## src/rtl/fetch_pkg.sv

```systemverilog
package fetch_pkg;

  localparam int packet_width = 64;
  localparam int entry_width = 48;

  typedef enum logic [2:0] {
    class_compressed,
    class_alu,
    class_load,
    class_store,
    class_branch,
    class_jump,
    class_system,
    class_other
  } instr_class_t;

  // rvc halfwords never have both low bits set
  function automatic logic is_compressed(input logic [15:0] halfword);
    return ~(&halfword[1:0]);
  endfunction

  function automatic instr_class_t classify_instr(input logic [31:0] instr);
    instr_class_t result;
    if (is_compressed(instr[15:0])) begin
      result = class_compressed;
    end else begin
      case (instr[6:2])
        5'b01100, 5'b00100: result = class_alu;
        5'b00000: result = class_load;
        5'b01000: result = class_store;
        5'b11000: result = class_branch;
        5'b11011, 5'b11001: result = class_jump;
        5'b11100: result = class_system;
        // lui, auipc, fence and the rest
        default: result = class_other;
      endcase
    end
    return result;
  endfunction

endpackage

```

## src/rtl/fetch_if.sv

```systemverilog
`timescale 1ns/1ps

interface fetch_if import fetch_pkg::*; ();

  logic ready;
  logic clear;
  logic [31:0] pc;
  logic [packet_width-1:0] rdata;
  logic accept;

  modport producer (
    output ready,
    output clear,
    output pc,
    output rdata,
    input accept
  );

  modport buffer (
    input ready,
    input clear,
    input pc,
    input rdata,
    output accept
  );

endinterface

```

## src/rtl/fetch_unit.sv

```systemverilog
`timescale 1ns/1ps

module fetch_unit import fetch_pkg::*; #(
  parameter int mem_depth = 64
) (
  input logic clock,
  input logic reset,
  input logic mem_wen,
  input logic [$clog2(mem_depth)-1:0] mem_addr,
  input logic [packet_width-1:0] mem_wdata,
  input logic redirect,
  input logic [31:0] redirect_pc,
  fetch_if.producer fetch
);

  localparam int mem_bits = $clog2(mem_depth);

  logic [packet_width-1:0] mem [mem_depth];

  logic ready_q;
  logic [31:0] pc_q;
  logic [1:0] offset_q;

  always_ff @(posedge clock) begin
    if (mem_wen) begin
      mem[mem_addr] <= mem_wdata;
    end
  end

  always_ff @(posedge clock) begin
    if (!reset) begin
      ready_q <= 1'b0;
      pc_q <= '0;
      offset_q <= '0;
    end else if (redirect) begin
      ready_q <= 1'b1;
      pc_q <= {redirect_pc[31:3], 3'b000};
      offset_q <= redirect_pc[2:1];
    end else if (ready_q && fetch.accept) begin
      pc_q <= pc_q + 32'd8;
      offset_q <= 2'b00;
    end
  end

  // only the first packet after a redirect carries a halfword offset
  assign fetch.pc = {pc_q[31:3], offset_q, 1'b0};
  assign fetch.rdata = mem[pc_q[mem_bits+2:3]];
  assign fetch.ready = ready_q;
  assign fetch.clear = redirect;

endmodule

```

## src/flat_wrapper.sv

```systemverilog
// flat-port wrapper written by rule: the top's interface ports become plain ports
module fetch_unit_flat import fetch_pkg::*;
#(
  parameter int mem_depth = 64
)
  (clock, reset, mem_wen, mem_addr, mem_wdata, redirect, redirect_pc, fetch_ready, fetch_clear, fetch_pc, fetch_rdata, fetch_accept);
  fetch_if fetch_i ();
  input logic clock;
  input logic reset;
  input logic mem_wen;
  input logic [$clog2(mem_depth)-1:0] mem_addr;
  input logic [packet_width-1:0] mem_wdata;
  input logic redirect;
  input logic [31:0] redirect_pc;
  output wire logic [$bits(fetch_i.ready)-1:0] fetch_ready;
  output wire logic [$bits(fetch_i.clear)-1:0] fetch_clear;
  output wire logic [$bits(fetch_i.pc)-1:0] fetch_pc;
  output wire logic [$bits(fetch_i.rdata)-1:0] fetch_rdata;
  input wire logic [$bits(fetch_i.accept)-1:0] fetch_accept;
  assign fetch_ready = fetch_i.ready;
  assign fetch_clear = fetch_i.clear;
  assign fetch_pc = fetch_i.pc;
  assign fetch_rdata = fetch_i.rdata;
  assign fetch_i.accept = fetch_accept;
  fetch_unit #(.mem_depth(mem_depth)) u_core (.clock(clock), .reset(reset), .mem_wen(mem_wen), .mem_addr(mem_addr), .mem_wdata(mem_wdata), .redirect(redirect), .redirect_pc(redirect_pc), .fetch(fetch_i));
endmodule
```

## config.mk

```make
export PLATFORM = sky130hd
export DESIGN_NAME = fetch_unit_flat
export DESIGN_NICKNAME = d
export VERILOG_FILES = /design/src/rtl/fetch_pkg.sv /design/src/rtl/fetch_if.sv /design/src/rtl/fetch_unit.sv /design/src/flat_wrapper.sv
export SDC_FILE = /design/constraint.sdc
export NUM_CORES = 2
export LEC_CHECK = 0
export BUFFER_PORTS_ARGS = -buffer_cell sky130_fd_sc_hd__buf_2
export CORE_UTILIZATION = 25
export CTS_BUF_LIST = sky130_fd_sc_hd__clkbuf_8
export DETAILED_ROUTE_END_ITERATION = 8
export PLACE_DENSITY = 0.39
export SLEW_MARGIN = 5
export SYNTH_ARGS = -nofsm -noshare
export SYNTH_HDL_FRONTEND = slang
export SYNTH_SLANG_ARGS = --single-unit
```

## constraint.sdc

```tcl
create_clock -name clock -period 6.6 [get_ports clock]
set_input_delay 1.32 -clock clock [delete_from_list [all_inputs] [get_ports clock]]
set_output_delay 1.32 -clock clock [all_outputs]
set_load 0.05 [all_outputs]
```

After elaboration in Yosys (flattened, before gate mapping)
Memory sizes are Yosys's and may differ from the RTL's. A register that Yosys moved wholly into a read port is not among the register bits.
Cells that the tools add are included.

operators by class
  add/subtract/negate cells = 1
  multiplexer cells = 8
  bitwise logic cells = 1
  reduce and logical (&&, ||, !) cells = 3

operators by type and width
  operator               count
  $mux 32                2
  $add 32x4->32 const B  1
  $mux 6                 2
  $mux 2                 2
  $mux 1                 2
  $reduce_bool 2->1      1
  $reduce_or 2->1        1
  $logic_and 1x1->1      1
  $not 1->1              1

word-level totals
  register bits after elaboration = 35
  RAM bits = 4,096
  bits of input ports = 107
  word-level logic and storage cells = 18
  memories = 1

memory list
  memory      depth  bits a word  read ports  clocked after memory_dff  wr ports  line              text
  u_core.mem  64     64           1           1                         1         fetch_unit.sv:18  logic [packet_width-1:0] mem [mem_depth];

Logic depth before layout (Yosys ltp)
  word-level depth = 5
  mapped depth = 10

Least setup slack after synthesis
OpenSTA, ideal clock, no wires.

  path type = in2reg
  from = input mem_addr[4]
  to = memory u_core.mem[32][0], enable pin
  setup time = 0.564 ns
  arrival = 6.144 ns
  data required time = 6.036 ns
  setup slack = -0.108 ns
  cell stages on the path = 4
  cell sequence = clkbuf_1 > nor2_1 > nand4b_1 > nor3_1

RTL lines
  element             line                text
  start: declaration  flat_wrapper.sv:11  input logic [$clog2(mem_depth)-1:0] mem_addr;
  end: declaration    fetch_unit.sv:18

Straight into the memory's write port.

==> flow_metrics.env <==
export IMPL_grt_overflow_total=0
export IMPL_clkLatencyLatePin_ns=1.24
export IMPL_synth_area_leader_cell="edfxtp_1"
export IMPL_yosysMostFrequentCell="edfxtp_1"
export IMPL_pwr_share_comb_pct=6.3
export IMPL_core_area_um2=624000
export IMPL_num_io_pins=205
export IMPL_max_slew_worst_pin_slew_ns=1.33
export IMPL_place_ws_ns=1.39
export IMPL_skew_ns=0.0412
export IMPL_required_ns=5.28
export IMPL_antenna_found_initial=102
export IMPL_synth_area_leaders="edfxtp_1 78%, mux4_2 15%, a22oi_1 0.61%"
export IMPL_grt_pass1_wl_um=729000
export IMPL_wl_per_cell_um=32.8
export IMPL_p_leak_nw=55.6
export IMPL_htreeDepth=6
export IMPL_status="completed"
export IMPL_post_route_drc_count=0
export IMPL_globalplace_congestion=0.731
export IMPL_placedCellCount=15300
export IMPL_cp_slowest_cell="dfxtp_4"
export IMPL_seq_power_share_pct=53.5
export IMPL_num_vias=79300
export IMPL_postRouteAntennaNets=0
export IMPL_max_cap_violations=0
export IMPL_grt_pass1_vias=82900
export IMPL_cts_hold_buffers_added=0
export IMPL_nNetsFinal=7787
export IMPL_grtUsageTotal_pct=16.8
export IMPL_post_cts_setup_buffers=0
export IMPL_cts_buffers_inserted=727
export IMPL_maxSlewHeadroom_pct=11.2
export IMPL_crit_path_max_fanout=41
export IMPL_cp_end_kind="primary output"
export IMPL_cts_num_sinks=4134
export IMPL_drive_gt1_share_pct=30.4
export IMPL_rows=290
export IMPL_peakVddDrop_mv=0.220
export IMPL_swShare_pct=24.7
export IMPL_intPower_mw=41.1
export IMPL_p_per_area_nw_per_um2=297
export IMPL_clockBufferDepth=4
export IMPL_arrival_ns=4.97
export IMPL_synth_warnings=0
export IMPL_ys_flop_type="edfxtp_1"
export IMPL_synthesis_nets=6946
export IMPL_initialDrtViolationCount=8717
export IMPL_syn_avg_cell_area_um2=22.9
export IMPL_drv_slew=0
export IMPL_rsz0062_at_grt="false"
export IMPL_yosys_area_top_type_share_pct=78.5
export IMPL_critPathMaxStageDelay_ns=1.06
export IMPL_synth_top_cells_by_count="4096 x edfxtp_1, 1024 x mux4_2, 173 x clkbuf_1"
export IMPL_setup_ws_ns=0.311
export IMPL_ys_async_sr_fraction_pct=0
export IMPL_grt_start_max_net_pins=79
export IMPL_die_w_um=794
export IMPL_syn_inst=6838
export IMPL_setup_viol=0
export IMPL_synth_enable_flop_cells=4096
export IMPL_start_kind="flip-flop"
export IMPL_cts_resized_gates=0
export IMPL_clock_fmax_ghz=0.159
export IMPL_io_buffers=202
export IMPL_power_switching_mw=13.4
export IMPL_first_pass_iters=5
export IMPL_avgViaCountPerCell=4.78
export IMPL_setup_tns_ns=0
export IMPL_ys_types=50
export IMPL_crit_type="reg -> out"
export IMPL_min_period_ns=6.29
export IMPL_ys_ff_latch=4134
export IMPL_seq_area_frac_synth_pct=78.9
export IMPL_cts_tree="built"
export IMPL_final_hold_viol_count=0
export IMPL_clk_pin_slew_ns=0.06
export IMPL_period_share_pct=95.3
export IMPL_area_delta_synth_final_pct=17.2
export IMPL_dp_hpwl_um=291000
export IMPL_worstPathBufferInverterCount=1
export IMPL_final_cells=16600
export IMPL_netlist_area_um2=157000
export IMPL_hold_class="in -> reg"
export IMPL_worstPathCellList="nor2_1 -> nand2_1 -> o221ai_1 -> o22ai_1 -> and3_1 -> buf_2"
export IMPL_die_h_um=794
export IMPL_routed_wl_um=545000
export IMPL_clkPwrFrac_pct=40.1
export IMPL_rrSetupSlack_ns=4.31
export IMPL_ctsRootBufferMaster="clkbuf_8"
export IMPL_power_mw=54.5
export IMPL_cp_top_family="simple AND/OR/NAND/NOR gates"
export IMPL_die_area_um2=630000
export IMPL_start_util_pct=25.1
export IMPL_final_util_pct=29.4
## cells in the final DEF, fill, tap and decap left out, drive strengths merged, types with 6 or more instances in the layout
cell type  Yosys  layout
edfxtp      4096    4096
mux4        1024    1024
clkbuf       173     734
buf          234     518
inv            4     315
clkinv         0     222
nand2        162     162
nand3        147     147
nand4        131     131
a22oi        128     128
o22ai        126     126
o21ai         88      88
nor2          75      75
and3          61      61
o221ai        57      57
mux2i         50      50
dfxtp         38      38
diode          0      37
a211o         35      35
nor2b         30      30
a211oi        27      27
mux2          24      24
a21oi         21      21
xnor2         19      19
and2          13      13
nand2b        13      13
nor3          12      12
bufinv         0      10
clkinvlp       0       9
o211a          7       7
nor4           6       6
## metal layers
metal	up-vias	GRT usage [%]	part of all wire [%]
met5	-	0	0.012
met4	6	3.99	2.3
met3	775	2.51	5.5
met2	2819	28.4	49
met1	44500	22.7	43
li1	31200	-	-
## power groups by stage
| stage | registers (mW) | clock network [mW] | logic, mW |
|---|---|---|---|
| finish | 29.2 | 21.9 | 3.46 |
| global route | 29.2 | 23.6 | 3.68 |
| global placement | 29.7 | 0 | 3.52 |
| floorplan | 29.7 | 0 | 1.93 |
| detailed placement | 29.7 | 0 | 3.56 |
| CTS | 29.2 | 22.5 | 3.57 |
## stage by stage
stage	instance area, µm²	hold WS, ns
2_1_floorplan	157000	0.770
3_3_place_gp	170000	0.533
3_5_place_dp	170000	0.543
4_1_cts	184000	0.139
5_1_grt	184000	0.195
6_report	184000	0.304
## flip-flops by register name (all words and copies together), names as in the netlist, named ones only
signal	flops
u_core.offset_q	2
u_core.mem	4096
u_core.pc_q	29
u_core.fetch.ready	1
## final timing paths
check | from | end | cells past startpoint
worst max-delay path | flip-flop | fetch_rdata[23] | 6
worst min-delay path | redirect_pc[12] | u_core.pc_q[12] | 2
worst max register to register | u_core.pc_q[3] | u_core.pc_q[31] | 6
worst min register to register | u_core.fetch.ready | u_core.fetch.ready | 1
## final cells by class
class,instances,area [µm²]
Antenna cell,37,92.6
Clock buffer,734,10100
Clock inverter,552,3000
Fill cell,61200,440000
Inverter,4,15.0
Multi-Input combinational cell,2294,31600
Sequential cell,4134,124000
Tap cell,8322,10400
Timing Repair Buffer,518,4700
## cells by family after synthesis
family,Yosys count,share of synthesized area (%)
simple gates,671,2.24
xor+xnor,23,0.128
buf+inv,411,1.27
fa+ha+maj,1,0.00798
mux,1098,15.2
other cells,1,0.00239
compound gates,499,2.21
flops,4134,78.9
No activity file was read; power rests on OpenSTA's default activity.
