**config.mk**
```make
export PLATFORM = sky130hd
export DESIGN_NAME = instr_buffer_flat
export DESIGN_NICKNAME = d
export VERILOG_FILES = /design/src/rtl/fetch_pkg.sv /design/src/rtl/fetch_if.sv /design/src/rtl/issue_if.sv /design/src/rtl/instr_buffer.sv /design/src/rtl/instr_buffer_banks.sv /design/src/flat_wrapper.sv
export SDC_FILE = /design/constraint.sdc
export NUM_CORES = 1
export LEC_CHECK = 0
export BUFFER_PORTS_ARGS = -buffer_cell sky130_fd_sc_hd__buf_2
export CORE_MARGIN = 1.5
export CORE_UTILIZATION = 30
export CTS_BUF_LIST = sky130_fd_sc_hd__clkbuf_4
export CTS_CLUSTER_DIAMETER = 150
export DETAILED_ROUTE_END_ITERATION = 16
export GPL_ROUTABILITY_DRIVEN = 0
export PLACE_DENSITY_LB_ADDON = 0.25
export SYNTH_ARGS = -nofsm -noshare
export SYNTH_HDL_FRONTEND = slang
export SYNTH_HIERARCHICAL = 1
export SYNTH_SLANG_ARGS = --single-unit
```
**constraint.sdc**
```tcl
create_clock -name clock -period 8.45 [get_ports clock]
set_input_delay 0.4225 -clock clock [delete_from_list [all_inputs] [get_ports clock]]
set_output_delay 0.4225 -clock clock [all_outputs]
set_load 0.05 [all_outputs]
```
**src/rtl/fetch_pkg.sv**
```systemverilog
package fetch_pkg;

  localparam int packet_width = 64;
  localparam int entry_width = 48;

  typedef enum logic [2:0] {
    class_compressed,
    class_alu,
    class_load,
    class_store,
    class_branch,
    class_jump,
    class_system,
    class_other
  } instr_class_t;

  // rvc halfwords never have both low bits set
  function automatic logic is_compressed(input logic [15:0] halfword);
    return ~(&halfword[1:0]);
  endfunction

  function automatic instr_class_t classify_instr(input logic [31:0] instr);
    instr_class_t result;
    if (is_compressed(instr[15:0])) begin
      result = class_compressed;
    end else begin
      case (instr[6:2])
        5'b01100, 5'b00100: result = class_alu;
        5'b00000: result = class_load;
        5'b01000: result = class_store;
        5'b11000: result = class_branch;
        5'b11011, 5'b11001: result = class_jump;
        5'b11100: result = class_system;
        // lui, auipc, fence and the rest
        default: result = class_other;
      endcase
    end
    return result;
  endfunction

endpackage

```
**src/rtl/fetch_if.sv**
```systemverilog
`timescale 1ns/1ps

interface fetch_if import fetch_pkg::*; ();

  logic ready;
  logic clear;
  logic [31:0] pc;
  logic [packet_width-1:0] rdata;
  logic accept;

  modport producer (
    output ready,
    output clear,
    output pc,
    output rdata,
    input accept
  );

  modport buffer (
    input ready,
    input clear,
    input pc,
    input rdata,
    output accept
  );

endinterface

```
**src/rtl/issue_if.sv**
```systemverilog
`timescale 1ns/1ps

interface issue_if ();

  logic ready0;
  logic ready1;
  logic [31:0] pc0;
  logic [31:0] pc1;
  logic [31:0] instr0;
  logic [31:0] instr1;
  logic stall;

  modport buffer (
    output ready0,
    output ready1,
    output pc0,
    output pc1,
    output instr0,
    output instr1,
    input stall
  );

  modport decoder (
    input ready0,
    input ready1,
    input pc0,
    input pc1,
    input instr0,
    input instr1,
    output stall
  );

endinterface

```
**src/rtl/instr_buffer.sv**
```systemverilog
`timescale 1ns/1ps

module instr_buffer import fetch_pkg::*; #(
  parameter int buffer_depth = 8
) (
  input logic clock,
  input logic reset,
  fetch_if.buffer fetch,
  issue_if.buffer issue
);

  localparam int addr_bits = $clog2(buffer_depth);
  localparam int ptr_bits = addr_bits + 2;
  localparam int cnt_bits = addr_bits + 3;
  localparam logic [cnt_bits-1:0] threshold = cnt_bits'(4 * buffer_depth - 8);

  // pointers and occupancy count halfwords
  logic [ptr_bits-1:0] wid_q;
  logic [ptr_bits-1:0] rid_q;
  logic [cnt_bits-1:0] count_q;
  logic align_q;
  logic full_q;

  logic [ptr_bits-1:0] wid_d;
  logic [ptr_bits-1:0] rid_d;
  logic [cnt_bits-1:0] count_d;
  logic align_d;

  logic wen;
  logic first;
  logic [ptr_bits-1:0] rid_eff;
  logic [cnt_bits-1:0] avail;
  logic [1:0] rd_offset;
  logic [addr_bits-1:0] row_base;
  logic [addr_bits-1:0] wrow;
  logic [addr_bits-1:0] raddr [4];
  logic [entry_width-1:0] bank_wdata [4];
  logic [entry_width-1:0] bank_rdata [4];
  logic [entry_width-1:0] rd [4];

  logic comp0;
  logic comp1;
  logic [1:0] len0;
  logic [1:0] len1;
  logic [2:0] consume;

  assign wen = fetch.ready & ~fetch.clear & ~full_q;
  assign fetch.accept = wen;
  assign first = align_q & wen;
  assign wrow = wid_q[ptr_bits-1:2];

  always_comb begin
    for (int b = 0; b < 4; b++) begin
      bank_wdata[b] = {fetch.pc[31:3], 2'(b), 1'b0, fetch.rdata[16*b +: 16]};
    end
  end

  // first packet after a redirect starts reading at its pc offset
  assign rid_eff = first ? ptr_bits'(fetch.pc[2:1]) : rid_q;
  assign avail = count_q + (wen ? cnt_bits'(4) : '0) - (first ? cnt_bits'(fetch.pc[2:1]) : '0);
  assign rd_offset = rid_eff[1:0];
  assign row_base = rid_eff[ptr_bits-1:2];

  // banks below the offset already wrapped to the next row
  always_comb begin
    for (int b = 0; b < 4; b++) begin
      raddr[b] = row_base + ((2'(b) < rd_offset) ? addr_bits'(1) : addr_bits'(0));
      rd[b] = bank_rdata[2'(b) + rd_offset];
    end
  end

  instr_buffer_banks #(
    .buffer_depth(buffer_depth)
  ) banks_inst (
    .clock(clock),
    .wen0(wen),
    .wen1(wen),
    .wen2(wen),
    .wen3(wen),
    .waddr0(wrow),
    .waddr1(wrow),
    .waddr2(wrow),
    .waddr3(wrow),
    .wdata0(bank_wdata[0]),
    .wdata1(bank_wdata[1]),
    .wdata2(bank_wdata[2]),
    .wdata3(bank_wdata[3]),
    .raddr0(raddr[0]),
    .raddr1(raddr[1]),
    .raddr2(raddr[2]),
    .raddr3(raddr[3]),
    .rdata0(bank_rdata[0]),
    .rdata1(bank_rdata[1]),
    .rdata2(bank_rdata[2]),
    .rdata3(bank_rdata[3])
  );

  always_comb begin
    comp0 = is_compressed(rd[0][15:0]);
    len0 = comp0 ? 2'd1 : 2'd2;
    comp1 = is_compressed(rd[len0][15:0]);
    len1 = comp1 ? 2'd1 : 2'd2;

    issue.ready0 = (avail >= cnt_bits'(len0)) & ~issue.stall & ~fetch.clear;
    issue.ready1 = issue.ready0 & (avail >= cnt_bits'(len0) + cnt_bits'(len1));

    issue.pc0 = rd[0][47:16];
    issue.instr0 = comp0 ? {16'h0000, rd[0][15:0]} : {rd[1][15:0], rd[0][15:0]};
    issue.pc1 = rd[len0][47:16];
    if (comp1) begin
      issue.instr1 = {16'h0000, rd[len0][15:0]};
    end else begin
      issue.instr1 = {rd[len0 + 2'd1][15:0], rd[len0][15:0]};
    end

    consume = '0;
    if (issue.ready0) begin
      consume = 3'(len0) + (issue.ready1 ? 3'(len1) : 3'd0);
    end
  end

  always_comb begin
    wid_d = wen ? wid_q + ptr_bits'(4) : wid_q;
    rid_d = rid_eff + ptr_bits'(consume);
    count_d = avail - cnt_bits'(consume);
    align_d = align_q & ~wen;
    if (fetch.clear) begin
      wid_d = '0;
      rid_d = '0;
      count_d = '0;
      align_d = 1'b1;
    end
  end

  always_ff @(posedge clock) begin
    if (!reset) begin
      wid_q <= '0;
      rid_q <= '0;
      count_q <= '0;
      align_q <= 1'b0;
      full_q <= 1'b0;
    end else begin
      wid_q <= wid_d;
      rid_q <= rid_d;
      count_q <= count_d;
      align_q <= align_d;
      full_q <= count_d > threshold;
    end
  end

endmodule

```
**src/rtl/instr_buffer_banks.sv**
```systemverilog
`timescale 1ns/1ps

module instr_buffer_banks import fetch_pkg::*; #(
  parameter int buffer_depth = 8
) (
  input logic clock,
  input logic wen0,
  input logic wen1,
  input logic wen2,
  input logic wen3,
  input logic [$clog2(buffer_depth)-1:0] waddr0,
  input logic [$clog2(buffer_depth)-1:0] waddr1,
  input logic [$clog2(buffer_depth)-1:0] waddr2,
  input logic [$clog2(buffer_depth)-1:0] waddr3,
  input logic [entry_width-1:0] wdata0,
  input logic [entry_width-1:0] wdata1,
  input logic [entry_width-1:0] wdata2,
  input logic [entry_width-1:0] wdata3,
  input logic [$clog2(buffer_depth)-1:0] raddr0,
  input logic [$clog2(buffer_depth)-1:0] raddr1,
  input logic [$clog2(buffer_depth)-1:0] raddr2,
  input logic [$clog2(buffer_depth)-1:0] raddr3,
  output logic [entry_width-1:0] rdata0,
  output logic [entry_width-1:0] rdata1,
  output logic [entry_width-1:0] rdata2,
  output logic [entry_width-1:0] rdata3
);

  localparam int addr_bits = $clog2(buffer_depth);

  logic [3:0] wen;
  logic [addr_bits-1:0] waddr [4];
  logic [addr_bits-1:0] raddr [4];
  logic [entry_width-1:0] wdata [4];
  logic [entry_width-1:0] rdata [4];

  assign wen = {wen3, wen2, wen1, wen0};
  assign waddr = '{waddr0, waddr1, waddr2, waddr3};
  assign raddr = '{raddr0, raddr1, raddr2, raddr3};
  assign wdata = '{wdata0, wdata1, wdata2, wdata3};

  for (genvar b = 0; b < 4; b++) begin : g_bank
    logic [entry_width-1:0] mem [buffer_depth];

    always_ff @(posedge clock) begin
      if (wen[b]) begin
        mem[waddr[b]] <= wdata[b];
      end
    end

    // bypass lets a halfword be read in the cycle it is written
    assign rdata[b] = (wen[b] && raddr[b] == waddr[b]) ? wdata[b] : mem[raddr[b]];
  end

  assign rdata0 = rdata[0];
  assign rdata1 = rdata[1];
  assign rdata2 = rdata[2];
  assign rdata3 = rdata[3];

endmodule

```
**src/flat_wrapper.sv**
```systemverilog
// flat-port wrapper written by rule: the top's interface ports become plain ports
module instr_buffer_flat import fetch_pkg::*;
#(
  parameter int buffer_depth = 8
)
  (clock, reset, fetch_ready, fetch_clear, fetch_pc, fetch_rdata, fetch_accept, issue_ready0, issue_ready1, issue_pc0, issue_pc1, issue_instr0, issue_instr1, issue_stall);
  fetch_if fetch_i ();
  issue_if issue_i ();
  input logic clock;
  input logic reset;
  input wire logic [$bits(fetch_i.ready)-1:0] fetch_ready;
  input wire logic [$bits(fetch_i.clear)-1:0] fetch_clear;
  input wire logic [$bits(fetch_i.pc)-1:0] fetch_pc;
  input wire logic [$bits(fetch_i.rdata)-1:0] fetch_rdata;
  output wire logic [$bits(fetch_i.accept)-1:0] fetch_accept;
  output wire logic [$bits(issue_i.ready0)-1:0] issue_ready0;
  output wire logic [$bits(issue_i.ready1)-1:0] issue_ready1;
  output wire logic [$bits(issue_i.pc0)-1:0] issue_pc0;
  output wire logic [$bits(issue_i.pc1)-1:0] issue_pc1;
  output wire logic [$bits(issue_i.instr0)-1:0] issue_instr0;
  output wire logic [$bits(issue_i.instr1)-1:0] issue_instr1;
  input wire logic [$bits(issue_i.stall)-1:0] issue_stall;
  assign fetch_i.ready = fetch_ready;
  assign fetch_i.clear = fetch_clear;
  assign fetch_i.pc = fetch_pc;
  assign fetch_i.rdata = fetch_rdata;
  assign fetch_accept = fetch_i.accept;
  assign issue_ready0 = issue_i.ready0;
  assign issue_ready1 = issue_i.ready1;
  assign issue_pc0 = issue_i.pc0;
  assign issue_pc1 = issue_i.pc1;
  assign issue_instr0 = issue_i.instr0;
  assign issue_instr1 = issue_i.instr1;
  assign issue_i.stall = issue_stall;
  instr_buffer #(.buffer_depth(buffer_depth)) u_core (.clock(clock), .reset(reset), .fetch(fetch_i), .issue(issue_i));
endmodule
```
; Word-level counts from Yosys, hierarchy flattened
; Memory sizes are Yosys's and may differ from the RTL's.
; Cells that the tools add are included.
[totals]
ff_bits = 18
mem_bits_rw = 1440
input_bits = 101
output_inout_bits = 131
elab_cells = 105
n_memories = 4
[op_classes]
addsub = 15
magnitude_cmp = 13
eq_ne = 4
n_mux = 39
n_bitwise = 18
reduce_logical = 7
[mem_list]
columns = memory, words, word_bits, rd, rd_ports_with_merged_regs, write_ports, line_no
row1 = u_core.banks_inst.g_bank[0].mem, 8, 45, 1, 0, 1, instr_buffer_banks.sv:43  ; logic [entry_width-1:0] mem [buffer_depth];
row2 = u_core.banks_inst.g_bank[1].mem, 8, 45, 1, 0, 1, instr_buffer_banks.sv:43
row3 = u_core.banks_inst.g_bank[2].mem, 8, 45, 1, 0, 1, instr_buffer_banks.sv:43
row4 = u_core.banks_inst.g_bank[3].mem, 8, 45, 1, 0, 1, instr_buffer_banks.sv:43
[ops]
columns = operator, count
row1 = 48-bit 2-to-1 mux, 14
row2 = 48-bit binary-select mux with 2-bit select, 6
row3 = 32-bit 2-to-1 mux, 2
row4 = 16-bit 2-to-1 mux, 2
row5 = 3-bit greater-or-equal comparator (second input constant), 6
row6 = 2-bit inverter with 3-bit output, 6
row7 = 3-bit adder, 4
row8 = 3-bit == test, 4
row9 = 2-bit 2-to-1 mux, 4
row10 = 1-bit AND, 7
row11 = 1-bit 2-to-1 mux, 7
row12 = 6-bit adder, 1
row13 = 6-bit by 2-bit greater-or-equal comparator with 1-bit output, 1
row14 = 6-bit greater-or-equal comparator, 1
row15 = 6-bit by 5-bit greater-than comparator with 1-bit output (second input constant), 1
row16 = 3-bit 2-to-1 mux, 2
row17 = 6-bit 2-to-1 mux, 1
row18 = 6-bit by 3-bit subtractor with 6-bit output, 1
row19 = 6-bit subtractor, 1
row20 = 5-bit by 3-bit adder with 5-bit output, 1
row21 = 5-bit by 3-bit adder with 5-bit output (second input constant), 1
row22 = 5-bit 2-to-1 mux, 1
row23 = 1-bit inverter, 5
row24 = 2-bit adder (first input constant), 2
row25 = other kinds (9), 15

; Depth between registers and ports, before layout
; Gate-level depths: netlist (run 1).
[logic_depth]
ltp_word = 31
ltp_mapped = 46
depth_no_buf = 37

; Cells and area by module
; The synthesis (run 1) kept the hierarchy.
[by_module_without_submodules]
columns = module, n_inst, cells_per_inst, area_per_inst_um2, seq_area_each_um2
row1 = instr_buffer_banks, 1, 2500, 60698.2, 46124.2
row2 = instr_buffer, 1, 1061, 6792.8, 320.3

; Worst setup path before layout (run 1)
; OpenSTA, ideal clock, no wires.
[synth_timing]
path_type = input to register
start = in fetch_clear
end = reg u_core.full_q
setup_time_ns = 0.114
arrival_time_ns = 9.552
t_required_ns = 8.336
path_slack_ns = -1.216
path_stages = 42
path_buffers = 10
cell_sequence = buf_6 > nor4bb_1 > buf_4 > mux2i_4 > buf_4 > buf_2 > buf_1 > buf_1 > ha_1 > inv_1 > ha_1 > ha_1 > buf_2 > clkbuf_1 > mux4_2 > mux2_2 > mux2_2 > mux4_2 > (+6 left out) > ha_1 > nand2b_1 > a21o_1 > a21o_1 > a2111oi_0 > o32ai_1 > and2_1 > ha_1 > ha_1 > nand2_1 > ha_1 > nor2b_1 > o21ai_0 > nand2b_1 > or3_1 > xor2_1 > nor2_1 > a21o_1
[synth_lines]
columns = element, line_no
row1 = start: declaration, flat_wrapper.sv:12  ; input wire logic [$bits(fetch_i.clear)-1:0] fetch_clear;
row2 = end signal: assignment, instr_buffer.sv:147  ; full_q <= count_d > threshold;
row3 = end: declaration, instr_buffer.sv:22  ; logic full_q;

==> results by group, run 1 <==
Worst hold path
  • HP Class: in -> reg

Floorplanning
  • Die area: 228,000 um^2
  • Die Span X: approximately 480 um
  • Chip height: 477 um
  • Rows: around 170
  • Initial core utilization: a little over 30%
  • Core area: between 200,000 and 250,000 um^2
  • Top Ports: 232

Setup path
  • Crit path max fanout: 19
  • End of the critical path: u_core/rid_q[3]
  • Worst r2r src: u_core/full_q
  • Reg2reg end: u_core/rid_q[3]
  • Critical Path Most Common Cell: ha_1
  • CP Capture Type: flop
  • CP startpoint kind: flop
  • Data required, critical path: about 9.6 ns
  • Crit path DAT: between 9 and 10 ns
  • Worst R2R Path Depth: 37
  • Worst setup path class: reg -> reg
  • CP startpoint: u_core/full_q
  • R2R setup slack: 0.52 ns
  • Critical path's slowest cell: dlygate4sd3_1
  • Slowest Stage Delay on Critical Path: 0.55 ns

Finish
  • Footprint of the multi-input gates: about 20,000 um^2
  • Layout filler cell count: 21,100
  • Fin util: about 36%
  • Share of cells above drive strength 1: between 30 and 40%
  • Nets: roughly 4,500
  • Area growth syn-to-layout: 17.9%
  • Register area: between 40,000 and 50,000 um^2

Power
  • Power density over cell area: between 200 and 300 nW/um^2
  • Leakage: ~27 nW
  • VDD IR-drop max: around 0.00026 V

Synthesis
  • Simple-gate area share of the yosys netlist: ~4.3%
  • Synth Area in Adders: 0.627%
  • Netlist Area Pre-Place: between 60,000 and 70,000 um^2
  • Synthesized area per cell: approximately 19 um^2
  • Post-Synth XOR/XNOR Area: less than 1%
  • Post-synthesis register bit count: between 1,500 and 2,000
  • Unique masters post-synth: 50
  • Synth warnings: 6
  • Post-synth ARST share: 0%
  • Post-synth EDFFs: between 1,500 and 2,000
  • Main synth FF type: edfxtp_1
  • Compound-gate portion of the synthesized area: between 2 and 2.5%
  • Post-Syn Instances: between 3,000 and 4,000
  • Main combinational cell family by area after synthesis: multiplexers
  • Mux cell area share after synthesis: between 20% and 30%
  • Seq/Total Area, Yosys: 68.8%

STA
  • Setup Viol. Count Final: 0
  • Fmax: ~130 MHz
  • Total Neg Setup Slack: 0 ns
  • RSZ-0062 raised after global routing: no
  • Slew headroom: around 22%
  • Minimum clock period: ~8 ns
  • Fin crit share: 93.9%
  • Clock skew: about 0.12 ns
  • Pins Over Slew Limit: 0
  • Slew @ Worst Pin: between 1 and 1.5 ns
  • Final Hold Viols: 0

Job
  • Max-cap check violation count: 0

Route
  • Final WL: 202 mm
  • DR iter-0 viols: between 3,000 and 4,000
  • # DRC: 0
  • Vias/cell: approximately 5.0
  • Via count: roughly 38,000
  • Post-DRT Antenna Nets: 0
  • Routed len/inst: 26.7 um
  • Drt pass-1 iters: 5

Placed design
  • PortBufs: 230
  • DP HPWL: 122 mm

Global routing
  • Total gr overflow: 0
  • Initial antenna violation count: 36
  • Vias in the first global route: 38,600
  • First-pass GRT wire length: 286 mm
  • Total track usage: between 10% and 20%
  • Largest net degree at the start of global routing: 127

Clock network
  • Clock Latency Late Sink: 1.39 ns
  • CTS Root Cell: clkbuf_4
  • # H-tree levels: 5
  • Post-cts resize count: 0
  • Worst-path clk slew: around 0.070 ns
  • CTS max path bufs: 4
  • TritonCTS clock tree: yes
  • CTS Buf Count: 405
  • Clock sink count: approximately 1,600

Run status
  • Status: complete, no violations
-- how the worst min path moves through the flow --
stage               cells past startpoint                               endpoint       startpoint  slack, ns
detailed placement                      2                         u_core/align_q   u_core/align_q       0.50
floorplan                               2                         u_core/align_q   u_core/align_q       0.47
global route                            2  u_core/banks_inst/g_bank[2].mem[7][0]  fetch_rdata[32]       0.06
CTS                                     2  u_core/banks_inst/g_bank[2].mem[2][4]  fetch_rdata[36]     0.0002
finish                                  2  u_core/banks_inst/g_bank[2].mem[2][1]  fetch_rdata[33]       0.15
global placement                        2                         u_core/align_q   u_core/align_q       0.50
-- placed cells by master (no fill, tap or decap), types with 51 or more instances in the layout --
| master | n |
|---|---|
| clkinv_1 | 70 |
| buf_4 | 99 |
| edfxtp_1 | 1536 |
| mux2_4 | 121 |
| nand2_1 | 413 |
| dlygate4sd3_1 | 164 |
| clkbuf_4 | 557 |
| mux4_2 | 420 |
| a31oi_1 | 61 |
| and3_1 | 79 |
| buf_2 | 195 |
| mux2i_1 | 51 |
| conb_1 | 108 |
| mux2_2 | 263 |
-- sequential cells by signal, summed over array words and instances, names as in the netlist --
register,flops
u_core/banks_inst/g_bank.mem,1536
u_core/rid_q,5
u_core/count_q,6
u_core/wid_q,3
u_core/align_q,1
u_core/full_q,1
-- critical path, delay by kind of cell (launching register included) --
family / cells / cell delay [ns]
flops: 1 / 0.34
compound gates: 6 / 1.23
xor+xnor: 3 / 0.54
buf+inv: 6 / 1.14
mux: 3 / 0.95
fa+ha+maj: 8 / 1.92
simple gates: 11 / 1.69
-- area by class of cell --
class	count	area share (%)
diodes	18	0.0566
clock buffers	557	5.25
clock inverters	91	0.619
inverters	23	0.124
multi-input cells	1865	25.8
flip-flops and latches	1552	58.3
well taps	2975	4.68
repair buffers	495	5.15
-- cell usage after synthesis (5+ instances only) --
library cell | number | area, um^2
edfxtp_1 | 1536 | 46100
mux4_2 | 420 | 9460
nand2_1 | 413 | 1550
mux2_2 | 264 | 2970
mux2_4 | 120 | 1800
buf_2 | 89 | 445
clkbuf_1 | 81 | 304
and3_1 | 79 | 494
a31oi_1 | 62 | 388
nor2_1 | 54 | 203
nor2b_1 | 52 | 325
mux2i_1 | 51 | 510
a21o_1 | 38 | 285
a311oi_1 | 33 | 289
ha_1 | 29 | 363
a211oi_1 | 28 | 210
buf_1 | 24 | 90.1
inv_1 | 20 | 75.1
xnor2_1 | 20 | 175
a21oi_1 | 19 | 95.1
nand2b_1 | 18 | 113
dfxtp_1 | 16 | 320
buf_8 | 12 | 180
nor3_1 | 12 | 60.1
buf_6 | 11 | 124
and2_1 | 7 | 43.8
xor2_1 | 7 | 61.3
buf_4 | 6 | 45.0
nand3_1 | 5 | 25.0
-- where the power goes --
part / total [mW] / internal, mW / switching [mW]
clock network: 6.12 / 3.15 / 2.96
registers: 8.60 / 8.57 / 0.0259
logic: 5.81 / 2.09 / 3.72
-- kinds of logic (layout without fill, tap and decap cells) --
family          count (synthesis)  after routing
flops                        1552           1552
mux                           857            857
simple gates                  649            649
buf+inv                       250           1166
compound gates                192            192
fa+ha+maj                      32             32
xor+xnor                       27             27
other cells                     2            126
-- through the flow --
| step | cell area, um^2 | std cells | worst slack, ns | power (mW) | hold WS (ns) |
|---|---|---|---|---|---|
| detailed placement | 73200 | 6745 | 0.278 | 14.5 | 0.505 |
| floorplan | 68100 | 3667 | 0.00928 | 12.5 | 0.465 |
| finish | 79600 | 7576 | 0.519 | 20.5 | 0.151 |
| global placement | 73200 | 6745 | 0.278 | 14.5 | 0.499 |
| CTS | 79500 | 7557 | 0.330 | 20.8 | 0.000217 |
| global route | 79600 | 7570 | 0.0213 | 21.4 | 0.0650 |
-- layer usage --
metal	vias up	routed length [um]	track usage [%]
met1	19900	86700	23.2
met3	259	11300	3.39
met4	16	4540	5.17
met2	1301	99600	29.3
li1	16100	-	-
met5	-	98	0
-- repair_timing --
item | in CTS | in global routing
buffers inserted | 0 | 1
setup endpoints to repair | 0 | 2
hold buffers | 164 | 0
hold endpoints to repair | 1456 | 0
No activity file was read; power rests on OpenSTA's default activity.
==> inputs of run 2 (changes only) <==
--- a/config.mk
+++ b/config.mk
@@ -5,7 +5,7 @@
 export SDC_FILE = /design/constraint.sdc
 export NUM_CORES = 1
 export LEC_CHECK = 0
-export BUFFER_PORTS_ARGS = -buffer_cell sky130_fd_sc_hd__buf_2
+export BUFFER_PORTS_ARGS = -buffer_cell sky130_fd_sc_hd__buf_4
 export CORE_MARGIN = 1.5
 export CORE_UTILIZATION = 30
 export CTS_BUF_LIST = sky130_fd_sc_hd__clkbuf_4
@@ -13,6 +13,7 @@
 export DETAILED_ROUTE_END_ITERATION = 16
 export GPL_ROUTABILITY_DRIVEN = 0
 export PLACE_DENSITY_LB_ADDON = 0.25
+export REMOVE_ABC_BUFFERS = 1
 export SYNTH_ARGS = -nofsm -noshare
 export SYNTH_HDL_FRONTEND = slang
 export SYNTH_HIERARCHICAL = 1
==> run 2 against run 1 <==
Compared with the run above:
- clock power rose by 7.2%
- hold slack better by 0.024 ns
- flip-flop and latch count unchanged
- highest routed layer unchanged
==> results by group, run 2 (synthesized netlist as in run 1, its figures left out) <==
Run status
  • Status: complete, no violations

Floorplanning
  • Die Span X: between 400 and 500 um
  • Chip height: approximately 480 um
  • Top Ports: approximately 230
  • Die area: roughly 230,000 um^2
  • Initial core utilization: 30.3%
  • Rows: 173
  • Core area: roughly 220,000 um^2

Route
  • Drt pass-1 iters: 5
  • # DRC: 0
  • Routed len/inst: between 20 and 30 um
  • Via count: ~38,000
  • Final WL: around 200 mm
  • Vias/cell: 4.96
  • DR iter-0 viols: roughly 3,500
  • Post-DRT Antenna Nets: 0

STA
  • Clock skew: between 0.09 and 0.1 ns
  • Slew @ Worst Pin: roughly 1.2 ns
  • Setup Viol. Count Final: 0
  • Minimum clock period: 8.06 ns
  • Final Hold Viols: 0
  • Pins Over Slew Limit: 0
  • Total Neg Setup Slack: 0 ns
  • Fin crit share: ~95%
  • Final Worst Setup Slack: 0.390 ns
  • Slew headroom: a little under a fifth
  • Fmax: 124 MHz

Clock network
  • Clock sink count: 1,552
  • CTS Root Cell: clkbuf_4
  • CTS max path bufs: 4
  • TritonCTS clock tree: yes
  • Clock Latency Late Sink: approximately 1.4 ns
  • Worst-path clk slew: about 0.06 ns
  • CTS Buf Count: 417
  • # H-tree levels: 5

Finish
  • Area growth syn-to-layout: 19.6%
  • Share of cells above drive strength 1: between 30% and 40%
  • Final non-filler cell total: 7,687
  • Most common cell after layout, fill and taps aside: edfxtp_1
  • Largest register FFs: between 1,500 and 2,000
  • Design area: around 80,000 um^2
  • Nets: approximately 4,500
  • Most frequent cells in the layout: edfxtp_1 (1,536), clkbuf_4 (608), mux4_2 (420)
  • Layout filler cell count: ~21,000

Setup path
  • R2R setup slack: between 0.3 and 0.4 ns
  • Data required, critical path: 9.68 ns
  • Critical Path Most Common Cell: ha_1
  • Crit path max fanout: 6
  • CP startpoint kind: flop
  • CP Capture Type: flop
  • Crit path DAT: approximately 9.3 ns
  • Critical path's slowest cell: dlygate4sd3_1
  • Slowest Stage Delay on Critical Path: 0.57 ns
  • Worst setup path class: reg -> reg

Placed design
  • PortBufs: 230
  • Inst Count DP: just under 7,000
  • Place WS: between 0.2 and 0.3 ns
  • DP HPWL: 116 mm
  • Dpl cell area: roughly 73,000 um^2

Global routing
  • First-pass GRT wire length: 286 mm
  • Initial antenna violation count: 12
  • Total gr overflow: 0
  • Vias in the first global route: about 40,000
  • Largest net degree at the start of global routing: 114
  • Total track usage: 17.5%

Power
  • VDD IR-drop max: 0.000187 V
  • Final Power: 20.7 mW
  • Leakage: approximately 27 nW
  • Power density over cell area: 257 nW/um^2

Worst hold path
  • HP Class: in -> reg

Job
  • Max-cap check violation count: 0
run 2: changes by cell type in the layout (fill, tap and decap cells not counted), moves of 3 or more:
cell / delta
dlygate4sd3_1: +53
buf_4: +233
buf_12: -32
xnor2_2: -3
buf_2: -195
inv_2: +3
clkinv_1: -3
xnor2_4: +3
diode_2: -4
clkinv_2: +5
clkbuf_4: +51
run 2: final timing paths:
path / cells past startpoint / end / from
max: 34 / u_core/full_q / u_core/full_q
min: 4 / u_core/rid_q[3] / reset
max reg2reg: 34 / u_core/full_q / u_core/full_q
min reg2reg: 2 / u_core/rid_q[4] / u_core/rid_q[4]
run 2: repair_timing:
action,4_1_cts,5_1_grt
hold buffers,219,0
setup buffers,0,3
endpoints found under the hold margin,1456,0
gates resized for setup,0,5
endpoints found under the setup margin,0,1
run 2: where the power goes:
group          switching [mW]  leakage (nW)  internal [mW]
combinational            3.59          10.0           1.98
clock                    3.08          3.09           3.48
sequential             0.0237          14.0           8.57
total                    6.69          27.1           14.0
run 2: worst max-delay path: cells and delay by family (launching register included):
family                   cells  cell delay, ns
adder cells (fa/ha/maj)      8            1.87
AO/OA/AOI/OAI                7            1.56
AND/OR/NAND/NOR              9            1.42
multiplexers                 3            1.33
buffers and inverters        4            0.88
XOR/XNOR                     3            0.57
flip-flops                   1            0.35
run 2: layer usage:
metal	wire length [um]	GRT usage, %
met1	90600	24.3
met2	95900	27.8
met3	11800	3.34
met4	4550	5.14
met5	27	0
run 2: layout make-up:
class | count | area, um^2 | area share (%)
well taps | 2975 | 3720 | 4.61
repair buffers | 554 | 4760 | 5.90
clock inverters | 96 | 563 | 0.698
inverters | 23 | 98.8 | 0.122
flip-flops and latches | 1552 | 46400 | 57.6
diodes | 14 | 35.0 | 0.0434
clock buffers | 608 | 4560 | 5.66
multi-input cells | 1865 | 20500 | 25.4
run 2: through the flow:
step	util [%]	hold WS, ns
4_1_cts	36.1	0.0163
3_3_place_gp	32.9	0.505
2_1_floorplan	-	0.465
5_1_grt	36.2	0.0699
6_report	36.2	0.175
3_5_place_dp	32.9	0.516
